<file path="src/include/periph_xbar_config.svh">
// Peripheral crossbar configuration
// Master and slave counts, bus widths and the position of the
// slave select field inside the master address

`ifndef PERIPH_XBAR_CONFIG_SVH
`define PERIPH_XBAR_CONFIG_SVH

`define PX_N_MASTER   4                  // Cores on the request side
`define PX_N_SLAVE    4                  // Peripheral ports

`define PX_ADDR_W     32                 // Master byte address
`define PX_DATA_W     32
`define PX_BE_W       (`PX_DATA_W / 8)   // One enable per byte lane

// Slave select field, address bits 17:16
`define PX_ROUTE_LSB  16
`define PX_SEL_W      2

// Word address seen by a slave, address bits 31:2
`define PX_WADDR_W    30

`endif

</file>
<file path="src/hdl/periph_xbar_pkg.sv">
// Peripheral crossbar types
// Address layout as a union of the raw word and its routing fields,
// plus the word types shared by the request and response paths

`default_nettype none

`include "periph_xbar_config.svh"

package periph_xbar_pkg;

    typedef logic [`PX_SEL_W-1:0]    slave_sel_t;   // Slave index
    typedef logic [`PX_N_MASTER-1:0] master_id_t;   // One-hot master ID
    typedef logic [`PX_WADDR_W-1:0]  word_addr_t;   // Address as a slave sees it
    typedef logic [`PX_DATA_W-1:0]   data_t;
    typedef logic [`PX_BE_W-1:0]     be_t;

    // Routing view of the 32-bit master address
    typedef struct packed {
        logic [`PX_ADDR_W-`PX_ROUTE_LSB-`PX_SEL_W-1:0]   tag;        // Upper tag, 31:18
        slave_sel_t                                      slave_sel;  // 17:16
        logic [`PX_ROUTE_LSB-(`PX_ADDR_W-`PX_WADDR_W)-1:0] slave_off; // 15:2
        logic [`PX_ADDR_W-`PX_WADDR_W-1:0]               byte_off;   // 1:0
    } pe_addr_fields_t;

    // Same word, raw or split into fields
    typedef union packed {
        logic [`PX_ADDR_W-1:0] raw;
        pe_addr_fields_t       fld;
    } pe_addr_u;

endpackage

`default_nettype wire

</file>
<file path="src/hdl/request_mux.sv">
// Slave request mux
// Forwards the fields of the master chosen by the arbiter to one slave
// port, request is raised whenever a master is chosen

`default_nettype none

`include "periph_xbar_config.svh"

module request_mux (
    input  periph_xbar_pkg::master_id_t                     choice_i,  // One-hot or zero
    input  periph_xbar_pkg::word_addr_t [`PX_N_MASTER-1:0]  word_add_i,
    input  wire logic [`PX_N_MASTER-1:0]                    data_wen_i,
    input  periph_xbar_pkg::data_t [`PX_N_MASTER-1:0]       data_wdata_i,
    input  periph_xbar_pkg::be_t   [`PX_N_MASTER-1:0]       data_be_i,
    input  periph_xbar_pkg::master_id_t [`PX_N_MASTER-1:0]  data_id_i,  // From the decoders
    output logic                                            data_req_o,
    output periph_xbar_pkg::word_addr_t                     data_add_o,
    output logic                                            data_wen_o,
    output periph_xbar_pkg::data_t                          data_wdata_o,
    output periph_xbar_pkg::be_t                            data_be_o,
    output periph_xbar_pkg::master_id_t                     data_ID_o
);

    // Plain select, fields are zero when nobody is chosen
    always_comb
    begin
        data_add_o   = '0;
        data_wen_o   = 1'b0;
        data_wdata_o = '0;
        data_be_o    = '0;
        data_ID_o    = '0;
        for (int m = 0; m < `PX_N_MASTER; m++)
        begin
            if (choice_i[m])
            begin
                data_add_o   = word_add_i[m];
                data_wen_o   = data_wen_i[m];
                data_wdata_o = data_wdata_i[m];
                data_be_o    = data_be_i[m];
                data_ID_o    = data_id_i[m];  // Same bit as the choice
            end
        end
    end

    assign data_req_o = |choice_i;

endmodule

`default_nettype wire

</file>
<file path="config.mk">
export PLATFORM = sky130hd
export DESIGN_NAME = request_mux
export DESIGN_NICKNAME = d
export VERILOG_FILES = /design/src/hdl/periph_xbar_pkg.sv /design/src/hdl/request_mux.sv
export VERILOG_INCLUDE_DIRS = /design/src /design/src/include
export SDC_FILE = /design/constraint.sdc
export NUM_CORES = 1
export LEC_CHECK = 0
export BUFFER_PORTS_ARGS = -buffer_cell sky130_fd_sc_hd__buf_2
export CAP_MARGIN = 30
export CORE_AREA = 2 2 139 141
export DETAILED_ROUTE_END_ITERATION = 16
export DIE_AREA = 0 0 141 143
export PLACE_DENSITY = 0.46
export SLEW_MARGIN = 10
export SYNTH_ARGS = -nofsm -noshare
export SYNTH_HDL_FRONTEND = slang
export SYNTH_SLANG_ARGS = --single-unit
</file>
<file path="constraint.sdc">
create_clock -name vclk -period 1.3
set_input_delay 0.26 -clock vclk [all_inputs]
set_output_delay 0.26 -clock vclk [all_outputs]
set_load 0.01 [all_outputs]
</file>
Word-level counts from Yosys, hierarchy flattened

Index checks and enable logic that the tools add are counted.

Flip-flop bits (word level): 0
Bits of input ports: 288
Output and inout bits: 72
Logic and storage cells: 21

Multiplexer cells: 20
Reduce and logical (&&, ||, !) cells: 1

Operators with widths:

| kind             | count |
|---|---|
| $mux W32         | 4 |
| $mux W30         | 4 |
| $mux W4          | 8 |
| $mux W1          | 4 |
| $reduce_or A4 Y1 | 1 |

Depth between registers and ports, before layout

Gate-level depths: netlist of the first run.

Depth in word-level cells: 4
Mapped depth: 6
Depth with buffers taken out: 3

Worst setup path before layout of the first run

OpenSTA, ideal clock, no wires.

Path type: in2out
Start point: input port choice_i[0]
End point: output port data_be_o[1]
Arrival: 0.989 ns
Data required time: 1.040 ns
Setup slack: 0.051 ns
Stages on the path: 5
Buffers on the path: 2
Cells stage by stage: nor2b_2 buf_6 buf_2 a22oi_1 a21oi_1

Longest elaborated chain between the ends: 4

Ends and longest elaborated chain:

| item                  | line              | text |
|---|---|---|
| start: declaration    | request_mux.sv:10 | `input periph_xbar_pkg::master_id_t choice_i,` |
| $mux W4 (4 in series) | request_mux.sv:34 | `if (choice_i[m])` |
| end: declaration      | request_mux.sv:20 | `output periph_xbar_pkg::be_t data_be_o,` |

Every way passes these cells.

Worst setup path in the final report of the first run

Start point: input port choice_i[3]
End point: output port data_wdata_o[27]

Longest elaborated chain between the ends: 1

Ends and longest elaborated chain:

| item             | line              | text |
|---|---|---|
| $mux W32         | request_mux.sv:34 |  |
| end: declaration | request_mux.sv:19 | `output periph_xbar_pkg::data_t data_wdata_o,` |

Every way passes these cells.

==> results of run 1 <==
## through the flow
stage                     cell area (um2)  util [%]  setup WS [ns]  setup TNS [ns]  total power, mW
final                                4810      25.9         -0.222          -11.97             1.88
after global routing                 4810      25.9         -0.270          -16.25             2.00
after CTS                            4650      25.0         -0.212          -12.19             1.80
after detailed placement             3910      21.0         -0.248          -13.42             1.48
after global placement               3910      21.0         -0.235          -13.00             1.48
after floorplan                      1680         -         0.0508               0            0.649
## layer usage
metal | GRT usage (%) | up-vias | share of wire (%) | wire [um]
met5 | 0 | - | 0 | 0
met4 | 4.74 | 0 | 4.2 | 671
met3 | 1.61 | 39 | 7.6 | 1210
met2 | 26.1 | 317 | 53 | 8410
met1 | 13.3 | 1814 | 35 | 5630
li1 | - | 1858 | - | -
## final cells by class
cell class	count	area, um2
Multi-Input combinational cell	221	1710
Fill cell	2066	13800
Tap cell	234	293
Antenna cell	1	2.50
Inverter	1	3.75
Timing Repair Buffer	414	2810
## layout by cell type, fill, tap and decap left out, drive strengths merged
cell type / n
buf: 407
o22ai: 70
a21oi: 69
a22oi: 69
clkbuf: 5
nand2: 3
nand3b: 2
a31oi: 2
bufbuf: 2
nor2: 2
diode: 1
inv: 1
or3b: 1
o21ai: 1
nand2b: 1
nor2b: 1
## logic make-up (layout without fill, tap and decap cells)
group                  after synthesis  after routing
other                                0              1
AOI/OAI and AO/OA                  211            211
and+or+nand+nor                     10             10
buffers and inverters               39            415
## critical path, stage by stage
cell       delay (ns)
buf_8            0.11
nand2b_4         0.21
bufbuf_16        0.31
o22ai_1          0.17
a21oi_1          0.07
buf_2            0.14
## final timing paths
path,from,to,slack [ns],cells after the start
max,choice_i[3],data_wdata_o[27],-0.22,6
min,word_add_i[57],data_add_o[27],0.87,4
## timing repair
item / in CTS / in global routing
resized for setup: 54 / 19
gates cloned: 12 / 6
pin swaps: 9 / 16
setup endpoints to repair: 72 / 72
buffers inserted: 12 / 1
## power groups by stage
stage	sequential, mW	combinational, mW	clock, mW
finish	0	1.88	0.000000103
global route	0	2.00	0.000000103
CTS	0	1.80	0
detailed placement	0	1.48	0
global placement	0	1.48	0
floorplan	0	0.649	0
==> results.md, run 1 <==
* Compound-Gate Fraction of Synth Area at 83.6%
* Rows at 50
* Failing checks: negative setup slack
* Required @ worst endpoint at 1.04 ns
* Net Sw Frac at 46.0%
* Antenna-violating nets left at 0
* Combinational Power Share at 100.0%
* Fin. Hold Viols at 0
* Most common cell in the netlist: o22ai_1
* CP Data Arrival Time at 1.26 ns
* Max-cap viol count at 0
* Final hold slack at 0.871 ns
* Post-synth top area share at 26.3%
* Wire per inst at 18.3 um
* Largest net degree at the start of global routing at 38
* Simple-gate share of the synthesized area at 3.57%
* Seq pwr share at 0%
* Switch Pwr at 863 uW
* Slew @ Worst Pin at 0.234 ns
* Max Freq at 657 MHz
* Placer Congestion at 0.807
* 1st-pass router iterations at 4
* Mapped Cells at 260
* Area Growth Syn to Fin at 186%
* Crit Path Class: in -> out
* Crit path max fanout at 5
* RSZ-0062 raised after global routing: yes
* Via density per instance at 4.62
* Detail Placement HPWL at 10.5 mm
* Classification of the worst-slack hold path: in -> out
* Post-synth cell types at 21
* GRT Util Overall at 12.8%
* Initial DRC count at 204
* Initial core utilization at 9.05%
* FF+latch count at 0
* Most frequent cells after synthesis: o22ai_1, a21oi_1, a22oi_1
* Mux cell area share after synthesis at 0%
* First-pass GRT wire length at 20.1 mm
* Largest area contributor in the netlist: a22oi_1
* Clk pwr share at 0%
* Peak VDD IR at 0.123 mV
* Min Tclk post-route at 1.52 ns
* Critical Path Source Type: input port
* Clkbuf count at 0
* Die area at 20200 um2
* Final #Nets at 926
* Syn nets at 548
* Top cells by area, synth: a22oi_1, o22ai_1, a21oi_1, a22oi_2, buf_2
* Die Y at 143 um
* Int Pwr at 1.02 mW
* Vias at 4028
* Final WS setup at -0.222 ns
* Setup violations, final at 72
* Total grt overflow at 0
* Hold-fix buffers, CTS at 0
* Post-Syn Area at 1680 um2
* Pwr dens at 390 nW/um2
* Sequential fraction of the synthesis area at 0%
* Ys Warns at 0
* Layout cells sized above 1 at 75.5%
* Drc violations at 0
* Die Span X at 141 um
* Core region area at 18600 um2
* XOR/XNOR share of the synthesized area at 0%
* Leakage at 2.32 nW
* Main combinational cell family by area after synthesis: compound AO/OA/AOI/OAI gates
* Max Slew Vio Count at 0
* Initial antenna violation count at 1
* Vias in the first global route at 3749
* Synth Area per Inst at 6.47 um2
* Layout Cells excl Fill at 871
* # IOs at 360
* Slew Limit Headroom at 84.4%
* Adder-Cell Fraction of Synth Area at 0%
* CP Capture Type: output pin
* Reg area at 0 um2
* Port Buffers at 360
* Status: complete, but fails checks
* Dpl cells at 842
* WL final at 15.9 mm
* Period utilization at 117%
No activity file was read; power rests on OpenSTA's default activity.
==> inputs of run 2 (changes only) <==
--- a/config.mk
+++ b/config.mk
@@ -7,11 +7,11 @@
 export NUM_CORES = 1
 export LEC_CHECK = 0
 export BUFFER_PORTS_ARGS = -buffer_cell sky130_fd_sc_hd__buf_2
-export CAP_MARGIN = 30
-export CORE_AREA = 2 2 139 141
+export CAP_MARGIN = 10
+export CORE_AREA = 4 4 137 139
 export DETAILED_ROUTE_END_ITERATION = 16
 export DIE_AREA = 0 0 141 143
-export PLACE_DENSITY = 0.46
+export PLACE_DENSITY = 0.47
 export SLEW_MARGIN = 10
 export SYNTH_ARGS = -nofsm -noshare
 export SYNTH_HDL_FRONTEND = slang
==> results.md, run 2 (same netlist as run 1, synthesis figures left out) <==
* Status: complete, but fails checks
* Failing checks: negative setup slack
* Met2 usage at 25.1%
* Initial antenna violation count at 0
* Diodes inserted at 0
* Area Growth Syn to Fin at 227%
* Die Y at 143 um
* Port Buffers at 360
* Slew Limit Headroom at 82.8%
* Drc violations at 0
* Final #Nets at 951
* Detail Placement HPWL at 11.4 mm
* Total grt overflow at 0
* Number of buffers and inverters on the critical path at 5
* Dpl cell area at 4090 um2
* Peak VDD IR at 0.159 mV
* Commonest non-fill, non-tap cell in the layout: buf_2
* Final instance area at 5500 um2
* First-pass GRT wire length at 21.7 mm
* Max-cap viol count at 0
* Antenna-violating nets left at 0
* Critical Path Source Type: input port
* Reg area at 0 um2
* Via density per instance at 4.61
* Tot Pwr at 2.15 mW
* RSZ-0062 raised after global routing: yes
* Multi-input logic area at 2230 um2
* # IOs at 360
* Die Span X at 141 um
* Die area at 20200 um2
* Wire per inst at 18.5 um
* Largest stage delay, worst path at 0.17 ns
* Initial DRC count at 194
* Crit path max fanout at 14
* Vias at 4103
* Fillers at 1873
* Setup violations, final at 72
* Crit Path Class: in -> out
* Placer Congestion at 0.790
* 1st-pass router iterations at 7
* Vias in the first global route at 3949
* Leakage at 2.56 nW
* Clkbuf count at 0
* Largest net degree at the start of global routing at 35
* Core region area at 17700 um2
* Rows at 49
* Most frequent cells in the layout: buf_2, o22ai_2, a21oi_1
* FF+latch count at 0
* Top delay family on crit path: buffers and inverters
* Classification of the worst-slack hold path: in -> out
* Min Tclk post-route at 1.50 ns
* CP Capture Type: output pin
* Pwr dens at 390 nW/um2
* WL final at 16.5 mm
* Top Usage Layer GRT: met2
* Final WS setup at -0.205 ns
* CP Data Arrival Time at 1.24 ns
* Global routing usage on met1 at 16.4%
* Max Slew Vio Count at 0
* Cell Chain, Critical Path: buf_8 > inv_2 > buf_12 > buf_4 > o22ai_2 > a21oi_1 > buf_2
* Fin. Hold Viols at 0
* Slew @ Worst Pin at 0.257 ns
* Pre-CTS setup slack at -0.290 ns
* CP max stage cell: buf_12
* Required @ worst endpoint at 1.04 ns
* M3 GR Usage at 1.57%
* GRT Util Overall at 13.4%
* Layout cells sized above 1 at 86.4%
* Period utilization at 116%
* Initial core utilization at 9.52%
* Max Freq at 665 MHz
-- run 2: final cells by class --
cell class                 count  share of cell area [%]
inverter                       1                  0.0682
timing repair buffer         439                    54.3
multi-input combinational    221                    40.5
tap                          229                    5.21
-- run 2: path summary, 6_finish.rpt --
kind	depth (start not counted)	slack, ns	start	end
max	7	-0.20	choice_i[3]	data_wdata_o[7]
min	4	0.88	data_wdata_i[93]	data_wdata_o[29]
-- run 2: power by group --
group	switching (mW)	leakage (nW)	total (mW)	internal, mW
registers	0	0	0	0
clock network	0	0	0	0
logic	0.985	2.56	2.15	1.16
total	0.985	2.56	2.15	1.16
-- run 2: per-stage QoR --
stage	utilization (%)	instances	hold WS, ns	setup TNS, ns
6_report	31.2	890	0.877	-10.93
5_1_grt	31.2	890	0.894	-14.96
4_1_cts	28.9	883	0.877	-11.25
3_5_place_dp	23.1	858	0.873	-14.16
3_3_place_gp	23.1	858	0.872	-14.73
2_1_floorplan	-	260	0.637	0
-- run 2: repair_timing --
item / 4_1_cts / 5_1_grt
setup endpoints to repair: 72 / 72
hold buffers: 0 / 0
gates resized for setup: 128 / 54
pin swaps: 66 / 21
cloned: 8 / 4
buffers inserted: 18 / 4
-- run 2: per-layer routing --
metal  vias up  share of wire (%)
met5         -                  0
met4         0                2.5
met3        26                7.1
met2       246                 51
met1      1912                 39
li1       1919                  -
-- run 2: worst min-delay path: stages --
cell	delay, ns
buf_2	0.09
o22ai_2	0.06
a21oi_2	0.09
buf_2	0.13
