===== src/include/periph_xbar_config.svh =====
// Peripheral crossbar configuration
// Master and slave counts, bus widths and the position of the
// slave select field inside the master address

`ifndef PERIPH_XBAR_CONFIG_SVH
`define PERIPH_XBAR_CONFIG_SVH

`define PX_N_MASTER   4                  // Cores on the request side
`define PX_N_SLAVE    4                  // Peripheral ports

`define PX_ADDR_W     32                 // Master byte address
`define PX_DATA_W     32
`define PX_BE_W       (`PX_DATA_W / 8)   // One enable per byte lane

// Slave select field, address bits 17:16
`define PX_ROUTE_LSB  16
`define PX_SEL_W      2

// Word address seen by a slave, address bits 31:2
`define PX_WADDR_W    30

`endif


===== src/hdl/periph_xbar_pkg.sv =====
// Peripheral crossbar types
// Address layout as a union of the raw word and its routing fields,
// plus the word types shared by the request and response paths

`default_nettype none

`include "periph_xbar_config.svh"

package periph_xbar_pkg;

    typedef logic [`PX_SEL_W-1:0]    slave_sel_t;   // Slave index
    typedef logic [`PX_N_MASTER-1:0] master_id_t;   // One-hot master ID
    typedef logic [`PX_WADDR_W-1:0]  word_addr_t;   // Address as a slave sees it
    typedef logic [`PX_DATA_W-1:0]   data_t;
    typedef logic [`PX_BE_W-1:0]     be_t;

    // Routing view of the 32-bit master address
    typedef struct packed {
        logic [`PX_ADDR_W-`PX_ROUTE_LSB-`PX_SEL_W-1:0]   tag;        // Upper tag, 31:18
        slave_sel_t                                      slave_sel;  // 17:16
        logic [`PX_ROUTE_LSB-(`PX_ADDR_W-`PX_WADDR_W)-1:0] slave_off; // 15:2
        logic [`PX_ADDR_W-`PX_WADDR_W-1:0]               byte_off;   // 1:0
    } pe_addr_fields_t;

    // Same word, raw or split into fields
    typedef union packed {
        logic [`PX_ADDR_W-1:0] raw;
        pe_addr_fields_t       fld;
    } pe_addr_u;

endpackage

`default_nettype wire


===== src/hdl/response_router.sv =====
// Response router for one master
// Picks the slave whose valid response carries this master's ID bit and
// forwards its read data and error flag

`default_nettype none

`include "periph_xbar_config.svh"

module response_router #(
    parameter int MASTER_IDX = 0
) (
    input  wire logic [`PX_N_SLAVE-1:0]                     data_r_valid_i,
    input  periph_xbar_pkg::master_id_t [`PX_N_SLAVE-1:0]   data_r_id_i,
    input  periph_xbar_pkg::data_t [`PX_N_SLAVE-1:0]        data_r_rdata_i,
    input  wire logic [`PX_N_SLAVE-1:0]                     data_r_opc_i,
    output logic                                            data_r_valid_o,
    output periph_xbar_pkg::data_t                          data_r_rdata_o,
    output logic                                            data_r_opc_o
);

    logic [`PX_N_SLAVE-1:0] hit;  // Valid response addressed to us

    for (genvar s = 0; s < `PX_N_SLAVE; s++) begin : g_hit
        assign hit[s] = data_r_valid_i[s] & data_r_id_i[s][MASTER_IDX];
    end

    assign data_r_valid_o = |hit;

    // One outstanding request per master, so at most one hit
    always_comb
    begin
        data_r_rdata_o = '0;
        data_r_opc_o   = 1'b0;
        for (int s = 0; s < `PX_N_SLAVE; s++)
        begin
            if (hit[s])
            begin
                data_r_rdata_o = data_r_rdata_i[s];
                data_r_opc_o   = data_r_opc_i[s];
            end
        end
    end

endmodule

`default_nettype wire


===== config.mk =====
export PLATFORM = sky130hd
export DESIGN_NAME = response_router
export DESIGN_NICKNAME = d
export VERILOG_FILES = /design/src/hdl/periph_xbar_pkg.sv /design/src/hdl/response_router.sv
export VERILOG_INCLUDE_DIRS = /design/src /design/src/include
export SDC_FILE = /design/constraint.sdc
export NUM_CORES = 1
export LEC_CHECK = 0
export BUFFER_PORTS_ARGS = -buffer_cell sky130_fd_sc_hd__buf_2
export CAP_MARGIN = 10
export CORE_AREA = 2 2 72 74
export DETAILED_ROUTE_END_ITERATION = 16
export DIE_AREA = 0 0 74 76
export PLACE_DENSITY_LB_ADDON = 0.05
export SLEW_MARGIN = 40
export SYNTH_ARGS = -nofsm -noshare
export SYNTH_HDL_FRONTEND = slang
export SYNTH_SLANG_ARGS = --single-unit

===== constraint.sdc =====
create_clock -name vclk -period 3.8
set_clock_uncertainty 0.05 [all_clocks]
set_input_delay 0.95 -clock vclk [all_inputs]
set_output_delay 0.95 -clock vclk [all_outputs]
set_load 0.02 [all_outputs]

### After elaboration in Yosys (flattened, before gate mapping)

Cells that the tools add are included.
Widths: inputs -> output; s select.

* output and inout bits: 34
* flip-flop bits (word level): 0
* input port bits: 152

* mux-type cells: 8
* reductions and logical operators: 1
* bitwise gates (word level): 4

Operator list (number)
* $mux 32: 4
* $and 1x1->1: 4
* $mux 1: 4
* $reduce_or 4->1: 1

### Longest topological paths before layout

Gate-level depths: netlist of run 1.

* word-level depth: 5
* gate-level depth with buffers: 6
* gate-level depth less buffers: 3

### Worst setup path before layout of run 1

Ideal clock, no wire load.

* kind: input-to-output
* start: in data_r_valid_i[3]
* end: out data_r_rdata_o[0]
* arrival: 2033 ps
* setup slack: 767 ps
* stages: 6
* data required time: 2800 ps
* cell sequence: and2_1 > buf_6 > a21o_1 > buf_6 > buf_2 > o221ai_1

* word-level cells in the longest chain between the ends: 2

RTL lines
* start, declared: RTL line response_router.sv:12 `` input wire logic [`PX_N_SLAVE-1:0] data_r_valid_i, ``
* $and 1x1->1: RTL line response_router.sv:24 `assign hit[s] = data_r_valid_i[s] & data_r_id_i[s][MASTER_IDX];`
* $mux 32: RTL line response_router.sv:36 `if (hit[s])`
* end, declared: RTL line response_router.sv:17 `output periph_xbar_pkg::data_t data_r_rdata_o,`

Every way passes these cells.

### Worst setup path after layout of run 1

* start: in data_r_valid_i[0]
* end: out data_r_rdata_o[4]

* word-level cells in the longest chain between the ends: 5

RTL lines (RTL line)
* $and 1x1->1: response_router.sv:24
* $mux 32 (4 in a row): response_router.sv:36

Every way passes these cells.

==> results.tsv, run 1 <==
stage	metric	value	unit
layout	Area growth syn-to-layout	80.4	%
grt	vias in the first global route	1903	
yosys	top cells by count, synth	nand2_1, a31oi_1, and3_1, inv_1, o221ai_1	
pwr	Max VDD drop	0.0576	mV
yosys	syn avg cell area	5.72	um2
place	Final Wtd Congestion	0.793	
yosys	count leader, synth	nand2_1	
yosys	synth top area cells	o221ai_1, a31oi_1, and3_1	
timing	unrepaired setup endpoints after global routing	false	
worst_setup_path	CP startpoint kind	input pin	
pwr	Design Power	263	uW
layout	Seq cells	0	
place	DP Wirelength	4210	um
layout	Filler cells	554	
timing	Max-slew headroom	54.7	%
layout	antenna cells	0	
grt	largest net degree at the start of global routing	35	
timing	max-slew violations	0	
place	Port Buffers	174	
yosys	sequential share of the synthesized area	0	%
detailed_routing	1st-pass router iterations	4	
floorplan	number of placement rows	26	
run_status	status	finished, final reports clean	
worst_setup_path	Critical Path Fanout Max	18	
grt	grt total ovfl	0	
floorplan	Initial Utilization	22.7	%
floorplan	DIE WIDTH	74	um
clocking	CTS-repair resized insts	0	
timing	setup violators final	0	
worst_setup_path	Setup crit end kind	output port	
run	number of max-cap violations	0	
detailed_routing	Post-route DRC	0	
floorplan	I/O pin cnt	186	
worst_setup_path	kind of critical path	in -> out	
yosys	Cell Area, Synth	1120	um2
layout	fin util	41.0	%
floorplan	core area	4910	um2
yosys	Synth cell types	13	
detailed_routing	drt via density	4.87	
layout	nets	506	
worst_setup_path	Worst Path Required	2800	ps
detailed_routing	vias after detailed routing	2057	
layout	clock buffers	0	
timing	Final Hold Violating Endpoints	0	
layout	Register Area	0	um2
floorplan	Die Span Y	76	um
timing	Worst Tran Pin Value	680	ps
pwr	PwrDens	131	nW/um2
timing	max frequency	292	MHz
detailed_routing	1st-iter DRT viols	69	
layout	multi-input combinational cell area	878	um2
yosys	share of the synthesized area in the top cell type	25.9	%
grt	initial antenna violation count	0	
layout	layout cell share with drive strength beyond 1	51.7	%
clocking	setup bufs post-CTS	0	
yosys	leading area contributor after synthesis	o221ai_1	
yosys	Synth Instances	195	
pwr	Leak	0.00127	uW
grt	first-pass GRT wire length	8640	um
timing	fin crit share	90.2	%
grt	Total GRT Usage	18.3	%
detailed_routing	routed wire length per instance	13.2	um
timing	TNS Setup	0	ps
detailed_routing	Final ANT Viol Nets	0	
yosys	YS warnings	0	
floorplan	Die ar.	5620	um2
yosys	Synth Net Count	347	
timing	crit path time final	3430	ps
clocking	CTS Hold Buffers Added	0	
detailed_routing	final WL	5550	um
worst_setup_path	CP arrival	2430	ps
hold_path	Worst Hold Class	in -> out	
cell usage in the layout (no fill, tap or decap), drive strengths merged:
master / netlist / layout
and2: 2 / 2
and3: 33 / 33
nand3b: 1 / 1
buf: 10 / 181
o221ai: 33 / 33
inv: 33 / 33
nand2: 34 / 34
or3b: 1 / 1
a21o: 1 / 1
a31oi: 33 / 33
stage by stage:
step           instances  area [um2]  hold slack (ps)  worst slack [ps]
6_report             422        2010             2170               371
5_1_grt              422        2010             2200               213
4_1_cts              422        2010             2180               328
3_5_place_dp         422        2010             2180               331
3_3_place_gp         422        2010             2180               325
2_1_floorplan        195        1120             2050               767
power breakdown:
group | internal (uW) | total, uW | switching, uW
Sequential | 0 | 0 | 0
Combinational | 119 | 263 | 144
Clock | 0 | 0 | 0
final timing paths:
kind | from | depth (start not counted) | slack (ps) | endpoint
max | data_r_valid_i[0] | 6 | 370 | data_r_rdata_o[4]
min | data_r_rdata_i[123] | 4 | 2170 | data_r_rdata_o[27]
layout make-up:
cell class         instances  share of cell area [%]
multi-input cells        138                    43.6
inverters                 33                    6.15
repair buffers           181                    45.9
well taps                 70                    4.35
routing by layer:
metal	up-vias	part of all wire [%]	GRT usage, %
met1	913	40	21.2
met2	93	52	37.0
met5	-	0	0
met3	2	7.3	0.926
li1	1049	-	-
met4	0	0.49	0.727
kinds of logic (layout without fill, tap and decap cells):
logic type,Yosys count,after routing,synth area share (%)
AND/OR/NAND/NOR,71,71,33.6
AO/OA/AOI/OAI,67,67,45.1
buffers and inverters,57,214,21.3
worst max-delay path, cell delays in order:
cell	delay, ps
buf_2	70
and2_1	560
buf_4	340
a31oi_1	120
o221ai_1	180
buf_2	200
No activity file was read; power rests on OpenSTA's default activity.
==> run 2, diff against run 1 <==
Settings changed: RECOVER_POWER set to 100.
==> results.tsv, run 2 (same netlist as run 1, synthesis figures left out) <==
stage	metric	value	unit
run_status	status	finished, final reports clean	
worst_setup_path	CP startpoint kind	input pin	
detailed_routing	Post-route DRC	0	
detailed_routing	DR top layer	met4	
worst_setup_path	Critical Path Fanout Max	18	
grt	first-pass GRT wire length	8640	um
detailed_routing	final WL	5560	um
timing	Worst Tran Pin Value	676	ps
grt	Total GRT Usage	18.3	%
grt	vias in the first global route	1903	
floorplan	Initial Utilization	22.7	%
floorplan	Die Span Y	76	um
place	Port Buffers	174	
grt	grt total ovfl	0	
layout	antenna cells	0	
timing	Max-slew headroom	54.9	%
pwr	Leak	0.00118	uW
floorplan	Die ar.	5620	um2
run	number of max-cap violations	0	
layout	clock buffers	0	
timing	Final Hold Violating Endpoints	0	
worst_setup_path	CP top delay family	buffers and inverters	
detailed_routing	Final ANT Viol Nets	0	
timing	setup violators final	0	
detailed_routing	DR WL met2	2890	um
floorplan	number of placement rows	26	
detailed_routing	routed wire length per instance	13.2	um
floorplan	DIE WIDTH	74	um
detailed_routing	met1 WL	2260	um
detailed_routing	routed length on met3	378	um
worst_setup_path	CP arrival	2490	ps
layout	finished layout cell area	1980	um2
pwr	Max VDD drop	0.0546	mV
clocking	setup bufs post-CTS	0	
layout	layout cell share with drive strength beyond 1	43.8	%
floorplan	core area	4910	um2
detailed_routing	drt via density	4.85	
timing	max frequency	286	MHz
clocking	CTS-repair resized insts	0	
layout	Register Area	0	um2
timing	crit path time final	3490	ps
grt	largest net degree at the start of global routing	35	
detailed_routing	1st-pass router iterations	4	
clocking	CTS Hold Buffers Added	0	
timing	fin crit share	92.0	%
floorplan	I/O pin cnt	186	
layout	Filler cells	568	
worst_setup_path	kind of critical path	in -> out	
layout	nets	506	
timing	worst setup margin	305	ps
detailed_routing	1st-iter DRT viols	67	
place	dpl ws	331	ps
timing	TNS Setup	0	ps
worst_setup_path	largest stage delay on the critical path	550	ps
hold_path	Worst Hold Class	in -> out	
place	DP Wirelength	4210	um
worst_setup_path	Worst Path Required	2800	ps
place	Placed Area	2010	um2
detailed_routing	vias after detailed routing	2046	
worst_setup_path	critical-path cell list	buf_2 -> and2_1 -> buf_4 -> a31oi_1 -> o221ai_1 -> clkbuf_1	
layout	Seq cells	0	
worst_setup_path	buffer and inverter count on the worst path	3	
layout	Area growth syn-to-layout	77.0	%
pwr	PwrDens	129	nW/um2
layout	most common cell after layout, fill and taps aside	buf_2	
grt	initial antenna violation count	0	
place	Final Wtd Congestion	0.793	
timing	max-slew violations	0	
worst_setup_path	highest-delay cell along the critical path	and2_1	
worst_setup_path	Setup crit end kind	output port	
timing	unrepaired setup endpoints after global routing	false	
layout	commonest non-fill, non-tap cells in the layout	buf_2, nand2_1	
-- run 2: area by class of cell --
class              count  area, um2  area share [%]
repair buffers       181        886            44.8
multi-input cells    138        878            44.5
inverters             33        124            6.27
well taps             70       87.6            4.43
-- run 2: through the flow --
stage	hold slack [ps]	total power (uW)	utilization, %	instances
2_1_floorplan	2050	145	-	195
3_3_place_gp	2180	264	41.0	422
3_5_place_dp	2180	265	41.0	422
4_1_cts	2180	265	41.0	422
5_1_grt	2200	283	40.2	422
6_report	2180	255	40.2	422
-- run 2: path summary, 6_finish.rpt --
kind	start	end	slack (ps)	cells past startpoint
max	data_r_valid_i[0]	data_r_rdata_o[4]	310	6
min	data_r_rdata_i[114]	data_r_rdata_o[18]	2180	4
-- run 2: metal layers --
layer  GRT usage, %  vias up
met5              0        -
met1           21.2      909
met3          0.926        2
met4          0.727        0
met2           37.0       86
li1               -     1049
-- run 2: power breakdown --
| group | internal, uW | switching (uW) |
|---|---|---|
| Combinational | 110 | 145 |
| Clock | 0 | 0 |
| Sequential | 0 | 0 |
| Total | 110 | 145 |
==> run 3, diff against run 2 <==
Settings changed: CORE_AREA 2 2 72 74 to 2 2 71 73, DIE_AREA 0 0 74 76 to 0 0 73 75.
Clock period 3.8 ns to 3.9 ns, I/O delays scaled along.
==> results.tsv, run 3 (same netlist as run 1, synthesis figures left out) <==
stage	metric	value	unit
run_status	status	finished, final reports clean	
worst_setup_path	Worst Path Required	2870	ps
grt	grt total ovfl	0	
floorplan	Die Span Y	75	um
detailed_routing	Final ANT Viol Nets	0	
timing	unrepaired setup endpoints after global routing	false	
worst_setup_path	Critical Path Fanout Max	33	
grt	largest net degree at the start of global routing	34	
layout	Seq cells	0	
timing	TNS Setup	0	ps
clocking	CTS Hold Buffers Added	0	
layout	antenna cells	0	
pwr	PwrDens	129	nW/um2
pwr	Max VDD drop	0.0687	mV
timing	Max-slew headroom	61.5	%
grt	first-pass GRT wire length	8360	um
layout	Register Area	0	um2
floorplan	DIE WIDTH	73	um
detailed_routing	drt via density	5.02	
clocking	CTS-repair resized insts	0	
pwr	sequential power share	0	%
pwr	clock group share of total power	0	%
worst_setup_path	kind of critical path	in -> out	
detailed_routing	1st-iter DRT viols	121	
timing	fin crit share	89.6	%
place	DP Wirelength	4470	um
layout	non-filler cells in the finished layout	408	
worst_setup_path	largest stage delay on the critical path	410	ps
floorplan	I/O pin cnt	186	
timing	crit path time final	3490	ps
timing	setup violators final	0	
layout	most common cell after layout, fill and taps aside	buf_2	
hold_path	Worst Hold Class	in -> out	
pwr	Comb power frac	100.0	%
run	number of max-cap violations	0	
grt	initial antenna violation count	0	
pwr	P_sw	145	uW
detailed_routing	1st-pass router iterations	4	
worst_setup_path	highest-delay cell along the critical path	nand3b_4	
timing	max frequency	286	MHz
floorplan	core area	4660	um2
place	placed cells	408	
layout	Area growth syn-to-layout	76.1	%
worst_setup_path	CP startpoint kind	input pin	
detailed_routing	routed wire length per instance	14.5	um
layout	nets	508	
pwr	Leak	0.00117	uW
detailed_routing	Post-route DRC	0	
place	Port Buffers	174	
timing	max-slew violations	0	
worst_setup_path	critical-path cell list	buf_2 -> and2_1 -> buf_4 -> nand3b_4 -> o221ai_1 -> clkbuf_1	
floorplan	Die ar.	5480	um2
floorplan	number of placement rows	25	
clocking	setup bufs post-CTS	0	
worst_setup_path	buffer and inverter count on the worst path	3	
worst_setup_path	CP arrival	2470	ps
detailed_routing	final WL	5940	um
place	Final Wtd Congestion	0.806	
layout	commonest non-fill, non-tap cells in the layout	buf_2, nand2_1, clkbuf_1	
worst_setup_path	Setup crit end kind	output port	
detailed_routing	vias after detailed routing	2050	
timing	Worst Tran Pin Value	577	ps
grt	Total GRT Usage	18.7	%
layout	layout cell share with drive strength beyond 1	42.4	%
floorplan	Initial Utilization	23.9	%
grt	vias in the first global route	1800	
layout	clock buffers	0	
worst_setup_path	CP top delay family	simple AND/OR/NAND/NOR gates	
pwr	sw frac	57.4	%
pwr	Internal Power	108	uW
timing	Final Hold Violating Endpoints	0	
[run 3: cell types whose count changed in the layout (fill, tap and decap cells not counted)]
cell      change
clkbuf_1      +6
and2_1        +1
buf_2         -5
and2_0        -1
clkbuf_2      -2
buf_4         +3
[run 3: per-layer routing]
layer  GRT usage (%)  vias to the layer above  routed length (um)  share of wire, %
met4            1.23                        0                  46              0.78
li1                -                     1048                   -                 -
met1            24.5                      886                2510                42
met5               0                        -                   0                 0
met3            2.54                        4                 476               8.0
met2            34.1                      112                2900                49
[run 3: worst paths after layout]
path,endpoint,cells after the start,from
min,data_r_rdata_o[20],4,data_r_rdata_i[116]
max,data_r_rdata_o[3],6,data_r_valid_i[3]
[run 3: final cells by class]
cell class	instances	area, um2
Timing Repair Buffer	183	896
Fill cell	554	2700
Tap cell	54	67.6
Multi-Input combinational cell	138	878
Inverter	33	124
[run 3: through the flow]
step / util (%) / cell area [um2] / hold slack (ps) / setup WS [ps] / total power (uW)
floorplan: - / 1120 / 2100 / 817 / 141
detailed placement: 43.1 / 2010 / 2230 / 476 / 261
finish: 42.2 / 1970 / 2300 / 407 / 253
global route: 42.2 / 1970 / 2310 / 328 / 277
CTS: 43.1 / 2010 / 2230 / 473 / 262
global placement: 43.1 / 2010 / 2220 / 470 / 260
[run 3: tightest hold or removal path, stage by stage]
cell      delay [ps]
buf_2             80
nand2_1           40
o221ai_1          50
clkbuf_1         230
[run 3: power by group through the flow]
| stage | combinational, uW | clock, uW | sequential (uW) |
|---|---|---|---|
| 2_1_floorplan | 141 | 0 | 0 |
| 5_1_grt | 277 | 0 | 0 |
| 3_3_place_gp | 260 | 0 | 0 |
| 6_report | 253 | 0 | 0 |
| 4_1_cts | 262 | 0 | 0 |
| 3_5_place_dp | 261 | 0 | 0 |
